===== config.mk =====
export PLATFORM = sky130hd
export DESIGN_NAME = decode_stage
export DESIGN_NICKNAME = d
export VERILOG_FILES = /design/src/hw/isa_pkg.sv /design/src/hw/pipe_pkg.sv /design/src/hw/inst_decoder.sv /design/src/hw/reg_file.sv /design/src/hw/operand_bypass.sv /design/src/hw/branch_resolver.sv /design/src/hw/decode_stage.sv
export VERILOG_INCLUDE_DIRS = /design/src /design/src/include
export SDC_FILE = /design/constraint.sdc
export NUM_CORES = 2
export LEC_CHECK = 0
export ABC_AREA = 0
export BUFFER_PORTS_ARGS = -buffer_cell sky130_fd_sc_hd__buf_4
export CORE_ASPECT_RATIO = 0.8
export CORE_MARGIN = 10
export CORE_UTILIZATION = 42
export CTS_CLUSTER_DIAMETER = 100
export CTS_CLUSTER_SIZE = 20
export DETAILED_ROUTE_END_ITERATION = 8
export GPL_TIMING_DRIVEN = 0
export PLACE_DENSITY = 0.64
export SYNTH_ARGS = -nofsm -noshare
export SYNTH_HDL_FRONTEND = slang
export SYNTH_SLANG_ARGS = --single-unit

===== constraint.sdc =====
create_clock -name clk -period 7.99 [get_ports clk]
set_clock_uncertainty 0.05 [all_clocks]
set_input_delay 0.799 -clock clk [delete_from_list [all_inputs] [get_ports clk]]
set_output_delay 0.799 -clock clk [all_outputs]
set_load 0.005 [all_outputs]

===== src/include/decode_config.svh =====
`ifndef DECODE_CONFIG_SVH
`define DECODE_CONFIG_SVH

// datapath widths
`define INST_W      32
`define DATA_W      32
`define REG_IDX_W   5
`define NUM_REGS    32
`define ALU_OP_W    12

// bl writes its return address here
`define LINK_REG    1
// pc offset of the link value for jirl and bl
`define PC_STEP     4

// 3R and shift by immediate, matched on inst[31:15]
`define OP_ADD_W    17'h00020
`define OP_SUB_W    17'h00022
`define OP_SLT      17'h00024
`define OP_SLTU     17'h00025
`define OP_NOR      17'h00028
`define OP_AND      17'h00029
`define OP_OR       17'h0002a
`define OP_XOR      17'h0002b
`define OP_SLL_W    17'h0002e
`define OP_SRL_W    17'h0002f
`define OP_SRA_W    17'h00030
`define OP_SLLI_W   17'h00081
`define OP_SRLI_W   17'h00089
`define OP_SRAI_W   17'h00091

// 2RI12, matched on inst[31:22]
`define OP_SLTI     10'h008
`define OP_SLTIU    10'h009
`define OP_ADDI_W   10'h00a
`define OP_ANDI     10'h00d
`define OP_ORI      10'h00e
`define OP_XORI     10'h00f
`define OP_LD_W     10'h0a2
`define OP_ST_W     10'h0a6

// 1RI20, matched on inst[31:25]
`define OP_LU12I_W  7'h0a
`define OP_PCADDU12I 7'h0e

// jumps and branches, matched on inst[31:26]
`define OP_JIRL     6'h13
`define OP_B        6'h14
`define OP_BL       6'h15
`define OP_BEQ      6'h16
`define OP_BNE      6'h17
`define OP_BLT      6'h18
`define OP_BGE      6'h19
`define OP_BLTU     6'h1a
`define OP_BGEU     6'h1b

`endif


===== src/hw/isa_pkg.sv =====
`include "decode_config.svh"

package isa_pkg;

    // one fetched instruction
    typedef logic [`INST_W-1:0] inst_t;

    // data word, also used for pc values
    typedef logic [`DATA_W-1:0] word_t;

    // architectural register number
    typedef logic [`REG_IDX_W-1:0] reg_idx_t;

    // one-hot alu select
    // bit order: add sub slt sltu and nor or xor sll srl sra lui
    typedef logic [`ALU_OP_W-1:0] alu_op_t;

endpackage


===== src/hw/pipe_pkg.sv =====
package pipe_pkg;

    typedef struct packed {
        isa_pkg::inst_t inst;
        isa_pkg::word_t pc;
    } fetch_packet_t;

    // register write, used by writeback and the bypass paths
    typedef struct packed {
        logic              we;
        isa_pkg::reg_idx_t dest;
        isa_pkg::word_t    data;
    } reg_write_t;

    typedef struct packed {
        reg_write_t wr;
        logic       is_load;
    } exec_bypass_t;

    typedef struct packed {
        logic           taken;
        isa_pkg::word_t target;
    } branch_t;

    // one-hot over the control-flow instructions
    typedef struct packed {
        logic beq;
        logic bne;
        logic blt;
        logic bge;
        logic bltu;
        logic bgeu;
        logic jump_rel;
        logic jirl;
    } br_kind_t;

    typedef struct packed {
        isa_pkg::alu_op_t  alu_op;
        isa_pkg::word_t    imm;
        isa_pkg::reg_idx_t dest;
        logic              gr_we;
        logic              mem_we;
        logic              src1_is_pc;
        logic              src2_is_imm;
        logic              res_from_mem;
        isa_pkg::reg_idx_t raddr1;
        isa_pkg::reg_idx_t raddr2;
        logic              reads_rj;
        logic              reads_rkd;
        br_kind_t          br_kind;
        // raw branch offset, {inst[9:0], inst[25:10]}
        logic [25:0]       offs;
    } decode_ctrl_t;

    typedef struct packed {
        isa_pkg::word_t   pc;
        isa_pkg::word_t   rj_value;
        isa_pkg::word_t   rkd_value;
        isa_pkg::word_t   imm;
        isa_pkg::reg_idx_t dest;
        logic             gr_we;
        logic             mem_we;
        isa_pkg::alu_op_t alu_op;
        logic             src1_is_pc;
        logic             src2_is_imm;
        logic             res_from_mem;
    } decode_packet_t;

endpackage


===== src/hw/inst_decoder.sv =====
`timescale 1ns/1ps
`include "decode_config.svh"

module inst_decoder (
    input  isa_pkg::inst_t         inst,
    output pipe_pkg::decode_ctrl_t ctrl
);
    import isa_pkg::*;

    logic [16:0] op_31_15;
    logic [9:0]  op_31_22;
    logic [6:0]  op_31_25;
    logic [5:0]  op_31_26;
    reg_idx_t    rd;
    reg_idx_t    rj;
    reg_idx_t    rk;
    logic [11:0] i12;
    logic [19:0] i20;
    word_t       imm;

    logic inst_add_w, inst_sub_w, inst_slt, inst_sltu, inst_and, inst_or;
    logic inst_xor, inst_nor, inst_sll_w, inst_srl_w, inst_sra_w;
    logic inst_slli_w, inst_srli_w, inst_srai_w, inst_addi_w, inst_slti;
    logic inst_sltiu, inst_andi, inst_ori, inst_xori;
    logic inst_lu12i_w, inst_pcaddu12i, inst_ld_w, inst_st_w;
    logic inst_jirl, inst_b, inst_bl, inst_beq, inst_bne;
    logic inst_blt, inst_bge, inst_bltu, inst_bgeu;
    logic alu_rr, alu_ri, cond_br;
    logic need_ui5, need_si12, need_si20, need_ui12, src2_is_4;

    assign op_31_15 = inst[31:15];
    assign op_31_22 = inst[31:22];
    assign op_31_25 = inst[31:25];
    assign op_31_26 = inst[31:26];
    assign rd       = inst[4:0];
    assign rj       = inst[9:5];
    assign rk       = inst[14:10];
    assign i12      = inst[21:10];
    assign i20      = inst[24:5];

    assign inst_add_w     = (op_31_15 == `OP_ADD_W);
    assign inst_sub_w     = (op_31_15 == `OP_SUB_W);
    assign inst_slt       = (op_31_15 == `OP_SLT);
    assign inst_sltu      = (op_31_15 == `OP_SLTU);
    assign inst_nor       = (op_31_15 == `OP_NOR);
    assign inst_and       = (op_31_15 == `OP_AND);
    assign inst_or        = (op_31_15 == `OP_OR);
    assign inst_xor       = (op_31_15 == `OP_XOR);
    assign inst_sll_w     = (op_31_15 == `OP_SLL_W);
    assign inst_srl_w     = (op_31_15 == `OP_SRL_W);
    assign inst_sra_w     = (op_31_15 == `OP_SRA_W);
    assign inst_slli_w    = (op_31_15 == `OP_SLLI_W);
    assign inst_srli_w    = (op_31_15 == `OP_SRLI_W);
    assign inst_srai_w    = (op_31_15 == `OP_SRAI_W);
    assign inst_slti      = (op_31_22 == `OP_SLTI);
    assign inst_sltiu     = (op_31_22 == `OP_SLTIU);
    assign inst_addi_w    = (op_31_22 == `OP_ADDI_W);
    assign inst_andi      = (op_31_22 == `OP_ANDI);
    assign inst_ori       = (op_31_22 == `OP_ORI);
    assign inst_xori      = (op_31_22 == `OP_XORI);
    assign inst_ld_w      = (op_31_22 == `OP_LD_W);
    assign inst_st_w      = (op_31_22 == `OP_ST_W);
    assign inst_lu12i_w   = (op_31_25 == `OP_LU12I_W);
    assign inst_pcaddu12i = (op_31_25 == `OP_PCADDU12I);
    assign inst_jirl      = (op_31_26 == `OP_JIRL);
    assign inst_b         = (op_31_26 == `OP_B);
    assign inst_bl        = (op_31_26 == `OP_BL);
    assign inst_beq       = (op_31_26 == `OP_BEQ);
    assign inst_bne       = (op_31_26 == `OP_BNE);
    assign inst_blt       = (op_31_26 == `OP_BLT);
    assign inst_bge       = (op_31_26 == `OP_BGE);
    assign inst_bltu      = (op_31_26 == `OP_BLTU);
    assign inst_bgeu      = (op_31_26 == `OP_BGEU);

    // instruction groups
    assign alu_rr  = inst_add_w | inst_sub_w | inst_slt | inst_sltu | inst_and | inst_or
                   | inst_xor | inst_nor | inst_sll_w | inst_srl_w | inst_sra_w;
    assign alu_ri  = inst_slli_w | inst_srli_w | inst_srai_w | inst_addi_w | inst_slti
                   | inst_sltiu | inst_andi | inst_ori | inst_xori;
    assign cond_br = inst_beq | inst_bne | inst_blt | inst_bge | inst_bltu | inst_bgeu;

    assign need_ui5  = inst_slli_w | inst_srli_w | inst_srai_w;
    assign need_si12 = inst_addi_w | inst_slti | inst_sltiu | inst_ld_w | inst_st_w;
    assign need_si20 = inst_lu12i_w | inst_pcaddu12i;
    assign need_ui12 = inst_andi | inst_ori | inst_xori;
    assign src2_is_4 = inst_jirl | inst_bl;

    // link value rides on the immediate, so it wins over everything else
    always_comb
    begin
        if (src2_is_4)
            imm = word_t'(`PC_STEP);
        else if (need_si20)
            imm = {i20, 12'b0};
        else if (need_ui5)
            imm = {27'b0, rk};
        else if (need_si12)
            imm = {{20{i12[11]}}, i12};
        else if (need_ui12)
            imm = {20'b0, i12};
        else
            imm = '0;
    end

    assign ctrl.alu_op[0]  = inst_add_w | inst_addi_w | inst_ld_w | inst_st_w
                           | inst_jirl | inst_bl | inst_pcaddu12i;
    assign ctrl.alu_op[1]  = inst_sub_w;
    assign ctrl.alu_op[2]  = inst_slt | inst_slti;
    assign ctrl.alu_op[3]  = inst_sltu | inst_sltiu;
    assign ctrl.alu_op[4]  = inst_and | inst_andi;
    assign ctrl.alu_op[5]  = inst_nor;
    assign ctrl.alu_op[6]  = inst_or | inst_ori;
    assign ctrl.alu_op[7]  = inst_xor | inst_xori;
    assign ctrl.alu_op[8]  = inst_sll_w | inst_slli_w;
    assign ctrl.alu_op[9]  = inst_srl_w | inst_srli_w;
    assign ctrl.alu_op[10] = inst_sra_w | inst_srai_w;
    assign ctrl.alu_op[11] = inst_lu12i_w;

    assign ctrl.imm          = imm;
    assign ctrl.dest         = inst_bl ? reg_idx_t'(`LINK_REG) : rd;
    assign ctrl.gr_we        = alu_rr | alu_ri | need_si20 | inst_ld_w | inst_jirl | inst_bl;
    assign ctrl.mem_we       = inst_st_w;
    assign ctrl.src1_is_pc   = inst_jirl | inst_bl | inst_pcaddu12i;
    assign ctrl.src2_is_imm  = alu_ri | need_si20 | inst_ld_w | inst_st_w | src2_is_4;
    assign ctrl.res_from_mem = inst_ld_w;

    // stores and conditional branches take rd as the second source
    assign ctrl.raddr1    = rj;
    assign ctrl.raddr2    = (inst_st_w | cond_br) ? rd : rk;
    assign ctrl.reads_rj  = alu_rr | alu_ri | inst_ld_w | inst_st_w | inst_jirl | cond_br;
    assign ctrl.reads_rkd = alu_rr | inst_st_w | cond_br;

    assign ctrl.br_kind.beq      = inst_beq;
    assign ctrl.br_kind.bne      = inst_bne;
    assign ctrl.br_kind.blt      = inst_blt;
    assign ctrl.br_kind.bge      = inst_bge;
    assign ctrl.br_kind.bltu     = inst_bltu;
    assign ctrl.br_kind.bgeu     = inst_bgeu;
    assign ctrl.br_kind.jump_rel = inst_b | inst_bl;
    assign ctrl.br_kind.jirl     = inst_jirl;
    assign ctrl.offs             = {inst[9:0], inst[25:10]};

endmodule


===== src/hw/reg_file.sv =====
`timescale 1ns/1ps
`include "decode_config.svh"

module reg_file (
    input  logic                clk,
    input  isa_pkg::reg_idx_t   raddr1,
    input  isa_pkg::reg_idx_t   raddr2,
    input  pipe_pkg::reg_write_t wr,
    output isa_pkg::word_t      rdata1,
    output isa_pkg::word_t      rdata2
);
    import isa_pkg::*;

    word_t regs [`NUM_REGS];

    always_ff @(posedge clk)
    begin
        if (wr.we)
            regs[wr.dest] <= wr.data;
    end

    // r0 is hard-wired to zero whatever was written there
    assign rdata1 = (raddr1 == '0) ? '0 : regs[raddr1];
    assign rdata2 = (raddr2 == '0) ? '0 : regs[raddr2];

endmodule


===== src/hw/operand_bypass.sv =====
`timescale 1ns/1ps

module operand_bypass (
    input  pipe_pkg::decode_ctrl_t ctrl,
    input  isa_pkg::word_t         rf_data1,
    input  isa_pkg::word_t         rf_data2,
    input  pipe_pkg::exec_bypass_t exec_bypass,
    input  pipe_pkg::reg_write_t   mem_bypass,
    input  pipe_pkg::reg_write_t   wb_write,
    output isa_pkg::word_t         rj_value,
    output isa_pkg::word_t         rkd_value,
    output logic                   stall
);
    import isa_pkg::*;
    import pipe_pkg::*;

    logic ex_hit1, ex_hit2;
    logic mem_hit1, mem_hit2;
    logic wb_hit1, wb_hit2;

    // a later stage supplies the operand only if it really writes that register
    function automatic logic src_hit(reg_write_t src, reg_idx_t idx, logic used);
        return src.we && (src.dest != '0) && used && (src.dest == idx);
    endfunction

    assign ex_hit1  = src_hit(exec_bypass.wr, ctrl.raddr1, ctrl.reads_rj);
    assign ex_hit2  = src_hit(exec_bypass.wr, ctrl.raddr2, ctrl.reads_rkd);
    assign mem_hit1 = src_hit(mem_bypass, ctrl.raddr1, ctrl.reads_rj);
    assign mem_hit2 = src_hit(mem_bypass, ctrl.raddr2, ctrl.reads_rkd);
    assign wb_hit1  = src_hit(wb_write, ctrl.raddr1, ctrl.reads_rj);
    assign wb_hit2  = src_hit(wb_write, ctrl.raddr2, ctrl.reads_rkd);

    // youngest producer first
    assign rj_value  = ex_hit1  ? exec_bypass.wr.data :
                       mem_hit1 ? mem_bypass.data     :
                       wb_hit1  ? wb_write.data       : rf_data1;
    assign rkd_value = ex_hit2  ? exec_bypass.wr.data :
                       mem_hit2 ? mem_bypass.data     :
                       wb_hit2  ? wb_write.data       : rf_data2;

    // load data is not ready until the memory stage
    assign stall = exec_bypass.is_load && (ex_hit1 || ex_hit2);

endmodule


===== src/hw/branch_resolver.sv =====
`timescale 1ns/1ps

module branch_resolver (
    input  pipe_pkg::decode_ctrl_t ctrl,
    input  isa_pkg::word_t         pc,
    input  isa_pkg::word_t         rj_value,
    input  isa_pkg::word_t         rkd_value,
    output logic                   branch_cond,
    output isa_pkg::word_t         target
);
    import isa_pkg::*;

    logic  rj_eq_rkd;
    logic  lt_signed;
    logic  lt_unsigned;
    word_t offs16_ext;
    word_t offs26_ext;

    assign rj_eq_rkd   = (rj_value == rkd_value);
    assign lt_signed   = ($signed(rj_value) < $signed(rkd_value));
    assign lt_unsigned = (rj_value < rkd_value);

    // offsets are in words
    assign offs16_ext = {{14{ctrl.offs[15]}}, ctrl.offs[15:0], 2'b00};
    assign offs26_ext = {{4{ctrl.offs[25]}}, ctrl.offs, 2'b00};

    assign branch_cond = (ctrl.br_kind.beq  &&  rj_eq_rkd)
                      || (ctrl.br_kind.bne  && !rj_eq_rkd)
                      || (ctrl.br_kind.blt  &&  lt_signed)
                      || (ctrl.br_kind.bge  && !lt_signed)
                      || (ctrl.br_kind.bltu &&  lt_unsigned)
                      || (ctrl.br_kind.bgeu && !lt_unsigned)
                      ||  ctrl.br_kind.jump_rel
                      ||  ctrl.br_kind.jirl;

    // jirl is register relative, everything else pc relative
    always_comb
    begin
        if (ctrl.br_kind.jirl)
            target = rj_value + offs16_ext;
        else if (ctrl.br_kind.jump_rel)
            target = pc + offs26_ext;
        else
            target = pc + offs16_ext;
    end

endmodule


===== src/hw/decode_stage.sv =====
`timescale 1ns/1ps

module decode_stage (
    input  logic                     clk,
    input  logic                     reset,
    input  logic                     fetch_valid,
    input  pipe_pkg::fetch_packet_t  fetch_packet,
    output logic                     decode_ready,
    output logic                     decode_valid,
    output pipe_pkg::decode_packet_t decode_packet,
    input  logic                     exec_ready,
    input  pipe_pkg::exec_bypass_t   exec_bypass,
    input  pipe_pkg::reg_write_t     mem_bypass,
    input  pipe_pkg::reg_write_t     wb_write,
    output pipe_pkg::branch_t        branch
);
    import isa_pkg::*;
    import pipe_pkg::*;

    fetch_packet_t held;
    logic          held_valid;
    decode_ctrl_t  ctrl;
    word_t         rf_data1;
    word_t         rf_data2;
    word_t         rj_value;
    word_t         rkd_value;
    word_t         target;
    logic          stall;
    logic          branch_cond;

    assign decode_ready = !held_valid || (!stall && exec_ready);
    assign decode_valid = held_valid && !stall;

    // a taken branch squashes whatever fetch offers on the same edge
    always_ff @(posedge clk)
    begin
        if (reset)
            held_valid <= 1'b0;
        else if (branch.taken && exec_ready)
            held_valid <= 1'b0;
        else if (decode_ready)
            held_valid <= fetch_valid;
    end

    always_ff @(posedge clk)
    begin
        if (fetch_valid && decode_ready)
            held <= fetch_packet;
    end

    inst_decoder u_decoder (
        .inst (held.inst),
        .ctrl (ctrl)
    );

    reg_file u_reg_file (
        .clk    (clk),
        .raddr1 (ctrl.raddr1),
        .raddr2 (ctrl.raddr2),
        .wr     (wb_write),
        .rdata1 (rf_data1),
        .rdata2 (rf_data2)
    );

    operand_bypass u_bypass (
        .ctrl        (ctrl),
        .rf_data1    (rf_data1),
        .rf_data2    (rf_data2),
        .exec_bypass (exec_bypass),
        .mem_bypass  (mem_bypass),
        .wb_write    (wb_write),
        .rj_value    (rj_value),
        .rkd_value   (rkd_value),
        .stall       (stall)
    );

    branch_resolver u_branch (
        .ctrl        (ctrl),
        .pc          (held.pc),
        .rj_value    (rj_value),
        .rkd_value   (rkd_value),
        .branch_cond (branch_cond),
        .target      (target)
    );

    // no redirect while the operands are still waiting on a load
    assign branch.taken  = held_valid && !stall && branch_cond;
    assign branch.target = target;

    assign decode_packet.pc           = held.pc;
    assign decode_packet.rj_value     = rj_value;
    assign decode_packet.rkd_value    = rkd_value;
    assign decode_packet.imm          = ctrl.imm;
    assign decode_packet.dest         = ctrl.dest;
    assign decode_packet.gr_we        = ctrl.gr_we;
    assign decode_packet.mem_we       = ctrl.mem_we;
    assign decode_packet.alu_op       = ctrl.alu_op;
    assign decode_packet.src1_is_pc   = ctrl.src1_is_pc;
    assign decode_packet.src2_is_imm  = ctrl.src2_is_imm;
    assign decode_packet.res_from_mem = ctrl.res_from_mem;

endmodule


==> qor.csv <==
stage,metric,value,unit
outcome,status,"complete, but fails checks",
outcome,violations,"max-capacitance violations, max-slew violations, negative setup slack",
worst_setup_path,end_kind,output port,
finish,final_cell_mix,"edfxtp_1, nand2_1, buf_4, mux4_2, nand3_1",
placed_design,preCtsSetupSlack,-2.35,ns
synth,synth_ff_type,edfxtp_1,
placed_design,dpl.hpwl,212000,um
floorplanning,core_area,0.138,mm^2
worst_setup_path,crit_path_cell_trace,nand4bb_4 -> or4_4 -> buf_4 -> nand2_8 -> a21o_1 -> clkbuf_2 -> buf_2 -> clkbuf_4 -> nand3_1 -> a21oi_1 -> nor2_1 -> nand4_1 -> and3_4 -> ha_1 -> nand4_1 -> nor4_2 -> nand2_2 -> nor2_1 -> nor4_2 -> nand3_1 -> xnor2_2 -> nand3_1 -> a21boi_2 -> buf_4,
global_routing,grt_usage,34.2,%
pwr,vdd_drop_max,0.165,mV
floorplanning,dieArea,0.155,mm^2
global_routing,grt_pass1_vias,45376,
placed_design,place_area,0.0646,mm^2
worst_setup_path,cp_slowest_stage_delay,0.73,ns
floorplanning,fp.dieW,438,um
floorplanning,io_pins,368,
synth,synth.distinct_cells,75,
finish,layout_commonest_cell,edfxtp_1,
finish,multi_input_area,0.0250,mm^2
synth,synth-edff-count,1088,
worst_setup_path,path_max_fanout,10,
global_routing,grt_pass1_wl,371000,um
sta,rsz0062_at_grt,yes,
finish,utilization,50.4,%
global_routing,antenna_found_initial,17,
placed_design,place.port_buffers,363,
finish,area_growth,19.1,%
clock_tree,cts_hold_buf,0,
finish,drive_above_1_share,28.1,%
synth,synthCells,4805,
worst_hold_path,hold_path_class,in2reg,
drt,post_drt_wl_per_cell,38.5,um
sta,post-route-min-period,8.14,ns
sta,max_freq,123,MHz
drt,drtPass1Iterations,8,
synth,synth_area,0.0586,mm^2
sta,worst_pin_slew,1.53,ns
worst_setup_path,worst_path_most_repeated_cell,nand3_1,
worst_setup_path,criticalPathCategory,reg2out,
finish,layout.area.seq,0.0328,mm^2
pwr,powerDensity,202,mW/mm^2
clock_tree,cts-root-buf,clkbuf_16,
clock_tree,cts_buffers,66,
drt,vias,49765,
drt,viasPerCell,6.89,
clock_tree,clk_latency,0.73,ns
drt,drc_errors,0,
clock_tree,cts_tree,done,
worst_setup_path,critPathTopFamily,simple AND/OR/NAND/NOR gates,
finish,nFillCells,12003,
floorplanning,initial_core_util,42.3,%
finish,fin_nets,5619,
worst_setup_path,cp.arrival,7.29,ns
clock_tree,clk_pin_slew,0.10,ns
synth,syn_avg_cell_area,12.2,um^2
clock_tree,clk_path_buf_depth,3,
worst_setup_path,cp-start-kind,flop,
synth,synth-seq-cells,1094,
sta,holdWs,0.190,ns
sta,slew_violations,4,
sta,hold_viol_final,0,
pwr,leakagePower,25.0,nW
worst_setup_path,crit_buf_inv,5,
sta,timing.final.ws_setup,-0.153,ns
clock_tree,cts_sinks,1094,
run,maxCapViolations,1,
synth,yosys_warnings,0,
drt,drt_iter0_drc,9849,
worst_setup_path,slowest_stage,or4_4,
drt,routed_wl,278000,um
synth,synth_nets,5080,
finish,final_cell_area,0.0697,mm^2
placed_design,gp_congestion,1.02,
worst_setup_path,worstPathRequired,7.14,ns
global_routing,grt_max_degree,65,
sta,period_share,102,%
synth,async_flop_share,0,%
clock_tree,ctsHtreeMaxLevel,3,
synth,synth_seq_area_share,56.0,%
sta,final.setup.tns,-0.153,ns
sta,setup_viol,1,
drt,antenna_left,0,
floorplanning,die_y,354,um
floorplanning,fp-row-count,122,
sta,relSlewSlack,-2.33,%
global_routing,overflow,0,
## power breakdown
part | internal [W] | switching [W]
clock network | 0.00161 | 0.00204
registers | 0.00640 | 0.0000683
logic | 0.00145 | 0.00250
## flip-flops by register name, indices dropped and copies added, names as in the netlist, named ones only
name and cells:
decode_packet 32, held 32, held_valid 1, u_reg_file.regs 1024
## cell families (layout without fill, tap and decap cells)
group / after synthesis / count (layout) / synth area share, %
muxes: 396 / 396 / 13.7
buffers and inverters: 496 / 1048 / 3.98
xor gates and xnor gates: 75 / 75 / 1.12
AOI/OAI and AO/OA: 846 / 846 / 9.59
adders and majority gates: 92 / 92 / 1.99
other: 0 / 8 / 0
DFF: 1094 / 1094 / 56.0
and+or+nand+nor: 1806 / 1806 / 13.7
## through the flow
step | total power [W] | std cells
final | 0.0141 | 7225
after global routing | 0.0143 | 7219
after CTS | 0.0137 | 7170
after detailed placement | 0.0100 | 7063
after global placement | 0.0100 | 7028
after floorplan | 0.00835 | 4805
## synthesized netlist by cell type, types with 35 or more instances
| cell type | instances | area [um^2] |
|---|---|---|
| and3_1 | 177 | 1110 |
| mux4_2 | 319 | 7180 |
| xor2_1 | 36 | 315 |
| buf_2 | 54 | 270 |
| a31oi_1 | 190 | 1190 |
| xnor2_1 | 39 | 342 |
| clkbuf_1 | 233 | 875 |
| a21o_1 | 38 | 285 |
| o22ai_1 | 83 | 519 |
| a221oi_1 | 43 | 377 |
| ha_1 | 90 | 1130 |
| a211oi_1 | 83 | 623 |
| edfxtp_1 | 1088 | 32700 |
| mux2_2 | 37 | 417 |
| inv_1 | 57 | 214 |
| buf_1 | 54 | 203 |
| nor2_1 | 121 | 454 |
| buf_4 | 88 | 661 |
| nand3_1 | 221 | 1110 |
| o21ai_0 | 120 | 601 |
| nor3_1 | 35 | 175 |
| mux2i_1 | 40 | 400 |
| nand2_1 | 1091 | 4100 |
| a221o_1 | 47 | 470 |
| a21oi_1 | 119 | 596 |
## final timing paths
| kind | from | to | slack [ns] | cells past startpoint |
|---|---|---|---|---|
| max | held[60] | branch[32] | -0.15 | 24 |
| max reg2reg | held[60] | held_valid | 1.47 | 22 |
| min | fetch_packet[45] | held[45] | 0.19 | 1 |
| min reg2reg | held_valid | held_valid | 0.57 | 2 |
## layer usage
metal / global-route usage [%] / up-vias / part of all wire (%) / wire, um
met5: 0 / - / 0.062 / 173
met4: 14.6 / 20 / 5.5 / 15300
met3: 15.0 / 781 / 17 / 47500
met2: 45.6 / 4636 / 39 / 110000
met1: 47.9 / 24878 / 38 / 105000
li1: - / 19450 / - / -
## layout make-up
type                       instances  area share [%]
timing repair buffer             476            6.02
antenna                            8          0.0287
clock buffer                      75            2.51
buffer                           433            4.75
multi-input combinational       3215            35.9
inverter                          58           0.319
clock inverter                     6           0.138
sequential                      1094            47.0
tap                             1860            3.34
## timing repair
| action | 4_1_cts | 5_1_grt |
|---|---|---|
| hold endpoints to repair | 0 | 0 |
| setup buffers | 26 | 51 |
| pin swaps | 19 | 50 |
| gates resized for setup | 579 | 412 |
| endpoints found under the setup margin | 53 | 19 |
| gates cloned | 0 | 2 |
Power figures use the tool's default switching activity.
